===== src/mips_pkg.sv =====
// shared types for the single-cycle MIPS subsystem
// opcode, funct and ALU operation encodings plus the control word
package mips_pkg;

  // datapath widths
  localparam int word_w     = 32;
  localparam int reg_addr_w = 5;
  localparam int reg_count  = 2 ** reg_addr_w;

  typedef logic [word_w-1:0]     word_t;
  typedef logic [reg_addr_w-1:0] reg_addr_t;

  // primary opcode, instr[31:26]
  typedef enum logic [5:0] {
    op_rtype = 6'h00,
    op_beq   = 6'h04,
    op_addi  = 6'h08,
    op_lw    = 6'h23,
    op_sw    = 6'h2b
  } opcode_e;

  // R-type funct, instr[5:0]
  typedef enum logic [5:0] {
    f_add = 6'h20,
    f_sub = 6'h22,
    f_and = 6'h24,
    f_or  = 6'h25,
    f_slt = 6'h2a
  } funct_e;

  // classic 3-bit ALU control encoding
  typedef enum logic [2:0] {
    alu_and = 3'b000,
    alu_or  = 3'b001,
    alu_add = 3'b010,
    alu_sub = 3'b110,
    alu_slt = 3'b111
  } alu_op_e;

  // decoded control for one instruction
  typedef struct packed {
    logic    mem_to_reg;
    logic    mem_write;
    logic    branch;
    logic    alu_src;
    logic    reg_dst;
    logic    reg_write;
    alu_op_e alu_op;
  } ctrl_t;

endpackage


===== src/mips_regfile.sv =====
// 32 x 32 register file
// two combinational read ports, one write port, r0 hardwired to zero
`timescale 1ns/10ps

module mips_regfile import mips_pkg::*; (
  input  logic      clk,
  input  logic      arst_n,
  input  reg_addr_t ra1,
  input  reg_addr_t ra2,
  output word_t     rd1,
  output word_t     rd2,
  input  logic      we,
  input  reg_addr_t wa,
  input  word_t     wd
);

  word_t regs [reg_count];

  always_ff @(posedge clk or negedge arst_n) begin
    if (!arst_n) begin
      for (int i = 0; i < reg_count; i++) begin
        regs[i] <= '0;
      end
    end else if (we && wa != '0) begin
      regs[wa] <= wd;
    end
  end

  // r0 reads zero whatever is stored
  assign rd1 = (ra1 == '0) ? '0 : regs[ra1];
  assign rd2 = (ra2 == '0) ? '0 : regs[ra2];

endmodule


===== config.mk =====
export PLATFORM = sky130hd
export DESIGN_NAME = mips_regfile
export DESIGN_NICKNAME = d
export VERILOG_FILES = /design/src/mips_pkg.sv /design/src/mips_regfile.sv
export SDC_FILE = /design/constraint.sdc
export NUM_CORES = 2
export LEC_CHECK = 0
export BUFFER_PORTS_ARGS = -buffer_cell sky130_fd_sc_hd__buf_2
export CORE_AREA = 3 3 311 313
export DETAILED_ROUTE_END_ITERATION = 10
export DIE_AREA = 0 0 314 316
export GPL_TIMING_DRIVEN = 1
export PLACE_DENSITY = 0.82
export SLEW_MARGIN = 25
export SYNTH_ARGS = -nofsm -noshare
export SYNTH_HDL_FRONTEND = slang
export SYNTH_SLANG_ARGS = --single-unit

===== constraint.sdc =====
create_clock -name clk -period 2.27 [get_ports clk]
set_clock_uncertainty 0.05 [all_clocks]
set_input_delay 0.3405 -clock clk [delete_from_list [all_inputs] [get_ports clk]]
set_output_delay 0.3405 -clock clk [all_outputs]
set_load 0.1 [all_outputs]

### After elaboration in Yosys (flattened, before gate mapping)

Index checks and enable logic that the tools add are counted.

* output and inout port bits: 64
* register bits: 1024
* word-level logic and storage cells: 55
* input bits: 50

* order comparisons: 4
* reductions and logical operators: 5
* bitwise operators: 3
* mux-type cells: 11

Operators with widths (count)
* $bwmux W1024: 1
* $bmux W32 S5: 2
* $mux W32: 7
* $demux W32 S5: 1
* $ge A6 B6 Y1 const B: 3
* $not A5 Y6: 3
* $logic_not A5 Y1: 2
* $lt A6 B1 Y1 const B: 1
* $reduce_bool A5 Y1: 1
* $logic_and A1 B1 Y1: 2

### Longest topological paths before layout

* word-level depth: 6
* depth in mapped cells: 7

### Least setup slack after synthesis

OpenSTA, ideal clock, no wires.

* path type: in2out
* from: in ra1[0]
* to: out rd1[14]
* setup slack: -1.979 ns
* stages: 7
* path buffers: 4
* arrival time: 3.858 ns
* cell sequence: buf_2 inv_1 buf_2 buf_2 clkbuf_1 o2111ai_1 a311oi_1

* word-level cells in the longest chain between the ends: 5
* elaborated cells between the ends (all ways): 6

RTL lines
* start, declared: RTL line mips_regfile.sv:8 `input reg_addr_t ra1,`
* $not A5 Y6 (implied by the code): RTL line mips_regfile.sv:30 `assign rd1 = (ra1 == '0) ? '0 : regs[ra1];`
* $bmux W32 S5: RTL line mips_regfile.sv:30
* $mux W32 (implied by the code) (2 in a row): RTL line mips_regfile.sv:30
* $mux W32 (*): RTL line mips_regfile.sv:30
* end, declared: RTL line mips_regfile.sv:10 `output word_t rd1,`

Every way passes the cells marked *; elsewhere a longest branch is shown, timed or not. The select of a mux whose other input is x is not followed.

### Worst setup path after layout

* from: reg regs[910] (netlist name)
* to: out rd1[14]

* word-level cells in the longest chain between the ends: 4

RTL lines
* start, declared: RTL line mips_regfile.sv:17 `word_t regs [reg_count];`
* start signal, assigned by index: RTL line mips_regfile.sv:25 `regs[wa] <= wd;`
* $bmux W32 S5: RTL line mips_regfile.sv:30
* $mux W32 (implied by the code) (2 in a row): RTL line mips_regfile.sv:30
* $mux W32: RTL line mips_regfile.sv:30

No other way between the ends. The select of a mux whose other input is x is not followed.

==> impl_metrics.tcl <==
set metrics [dict create \
    outcome "finished, violations left" \
    violations "setup timing" \
    multi_input_area_um2 30000 \
    r2r_slack_ns 1.15 \
    viasPerCell 7.39 \
    first_iter_violations 5056 \
    synthesis.area_um2 54400 \
    use_met1 0.475 \
    worstPathMaxFanout 3 \
    gp_congestion 0.876 \
    max-cap-violations 0 \
    startpoint_type "flop" \
    clock-sinks 1024 \
    drive_above_1_share 0.668 \
    critPathTopFamily "buffers and inverters" \
    critical_path_arrival_ns 2.52 \
    finalWirelength_um 191000 \
    antenna_found_initial 16 \
    finalInstanceArea_um2 69100 \
    seq_area_frac_synth 0.471 \
    track_usage 0.380 \
    rr_startpoint "regs[889]" \
    end_kind "primary output" \
    area_growth_pct 27.1 \
    grt_pass1_vias 41503 \
    fill_cells 5094 \
    grt-busiest-layer "met2" \
    rsz0062_at_grt "true" \
    gr-usage-met3 0.129 \
    report.final.slew_viol_count 0 \
    antenna_left 0 \
    largest_reg_flops 1024 \
    path_cells "mux4_2 > nor2b_1 > a211oi_2 > buf_4 > a311oi_4 > buf_6 > buf_12" \
    yosysTopAreaCell "dfrtp_1" \
    irDropWorstVdd_mv 0.614 \
    p_leak_nw 29.7 \
    syn_inst 3621 \
    cts_max_level 3 \
    r2r_end "regs[889]" \
    ys_ff_latch 1024 \
    chipHeight_um 316 \
    p_total_mw 59.5 \
    final-setup-viol-count 64 \
    yosysTopAreaCellShare 0.471 \
    syn_nets 3671 \
    cts_buffers 105 \
    cts_tree "built" \
    grt-ovfl-total 0 \
    fin_ws_ns -0.645 \
    max_freq_mhz 343 \
    hpwl_um 116000 \
    fin_crit_sh 1.28 \
    syn_avg_cell_area_um2 15.0 \
    detail_route.wl_per_cell_um 35.6 \
    nets 4044 \
    path_buf_inv 3 \
    clockRootBuffer "clkbuf_16" \
    critical_path.max_stage_delay_ns 0.49 \
    clk_pin_slew_ns 0.06 \
    place_area_um2 63500 \
    fin_cells 5359 \
    first_pass_iters 6 \
    required_ns 1.88 \
    drc 0 \
    grt_max_degree 88 \
    route.vias.total 39591 \
    die_width_um 314 \
    regMostFlops "regs" \
    regArea_um2 25600 \
    clockBufferDepth 3 \
    critical_path_class "reg2out" \
    hp-class "in2async" \
    std_cell_rows 113 \
    hold_viol 0 \
    ys_top_cells_by_area "dfrtp_1 (47%), mux2_2 (22%), mux4_2 (19%)" \
    grt_pass1_wl_um 276000 \
    worstMarginPinSlew_ns 0.732 \
    crit_slowest_cell "mux4_2" \
    largestRegisters "regs x1024" \
    io_buffer_count 113 \
    ff2ff_path_depth 3 \
    grtUsageMet2 0.565 \
    maxSlewHeadroom 0.511 \
    power.density_nw_per_um2 861 \
    hold_slack_ns 0.110 \
    yosysUniqueCellTypes 35 \
    clock_latency_ns 0.68 \
    pin_count 114 \
    place_inst 5136 \
    start_util 0.575 \
    dieArea_um2 99200 \
    yosysWarnings 0 \
    crit_cells 7 \
    period_minus_slack_ns 2.91 \
    core_region_area_um2 94600 \
]
## placed cells by master, fill, tap and decap left out, types with 11 or more instances in the layout
master	instances
buf_12	208
nor2b_1	33
o21ai_4	49
nand2_2	11
mux2_2	996
buf_4	410
clkbuf_16	108
nor2b_4	33
bufinv_16	18
a211oi_2	53
a22oi_1	47
buf_2	40
a22oi_2	17
a311oi_4	64
a221oi_2	43
mux2_4	50
nand2_1	38
clkbuf_1	11
mux4_2	448
nor2_4	16
clkbuf_8	23
o21ai_1	40
diode_2	16
mux2i_1	126
clkinv_2	15
o21ai_2	21
dfrtp_1	1024
buf_6	24
## power by group
group / total (mW) / switching (mW) / internal, mW / leakage (nW)
sequential: 24.6 / 2.90 / 21.7 / 13.1
clock: 19.1 / 7.77 / 11.4 / 1.86
combinational: 15.7 / 7.11 / 8.62 / 14.7
## per-layer routing
layer  vias to the layer above  share of wire
met5                         -        0.00042
met4                         4          0.075
met3                       900           0.12
met2                      3063           0.45
met1                     20762           0.35
li1                      14862              -
## cells by family after synthesis
group	synth area share
AO/OA/AOI/OAI	0.0484
buffers and inverters	0.0363
flip-flops	0.471
multiplexers	0.428
AND/OR/NAND/NOR	0.0161
## how the worst max path moves through the flow
stage / start / end / slack [ns]
2_1_floorplan: ra2[1] / rd2[20] / -0.37
3_3_place_gp: ra1[1] / rd1[29] / -0.63
3_5_place_dp: ra1[1] / rd1[29] / -0.69
4_1_cts: regs[557] / rd2[13] / -0.61
5_1_grt: regs[910] / rd1[14] / -0.67
6_report: regs[910] / rd1[14] / -0.64
## layout make-up
type,instances,share of cell area
multi-input combinational,2163,0.434
sequential,1024,0.371
timing repair buffer,698,0.117
clock buffer,140,0.0436
tap,1265,0.0229
clock inverter,51,0.0115
antenna,16,0.000579
inverter,2,0.000181
## through the flow
step                      TNS, ns  utilization  worst slack, ns
final                      -31.73        0.731           -0.645
after global placement     -25.84        0.671           -0.632
after detailed placement   -26.69        0.671           -0.688
after global routing       -33.76        0.730           -0.670
after floorplan            -21.33            -           -0.374
after CTS                  -31.05        0.724           -0.605
## Yosys cell counts
cell type	n
clkbuf_4	1
a311oi_1	64
and2_1	1
clkbuf_1	223
nor3b_1	2
buf_2	170
nor2_1	19
nand4b_1	3
buf_4	34
nor3_1	3
or2_2	2
mux2_1	10
and2_0	1
a22oi_1	64
nand3_1	1
o2111ai_1	18
nand2b_1	5
nand2_1	49
or4_1	2
and3_1	1
nand4_1	1
mux4_2	448
dfrtp_1	1024
a211oi_1	64
mux2_2	1046
clkbuf_2	1
a221oi_1	46
mux2i_1	128
nor4_2	1
nor2b_1	71
o21ai_0	101
o21ai_1	9
buf_1	3
or3_1	3
inv_1	2
## timing repair
action / CTS / global route
resized for setup: 291 / 98
endpoints found under the hold margin: 419 / 0
setup endpoints to repair: 64 / 64
pin swaps: 80 / 52
gates cloned: 1 / 2
buffers inserted: 38 / 20
hold buffers: 1 / 0
No activity file was read; power rests on OpenSTA's default activity.
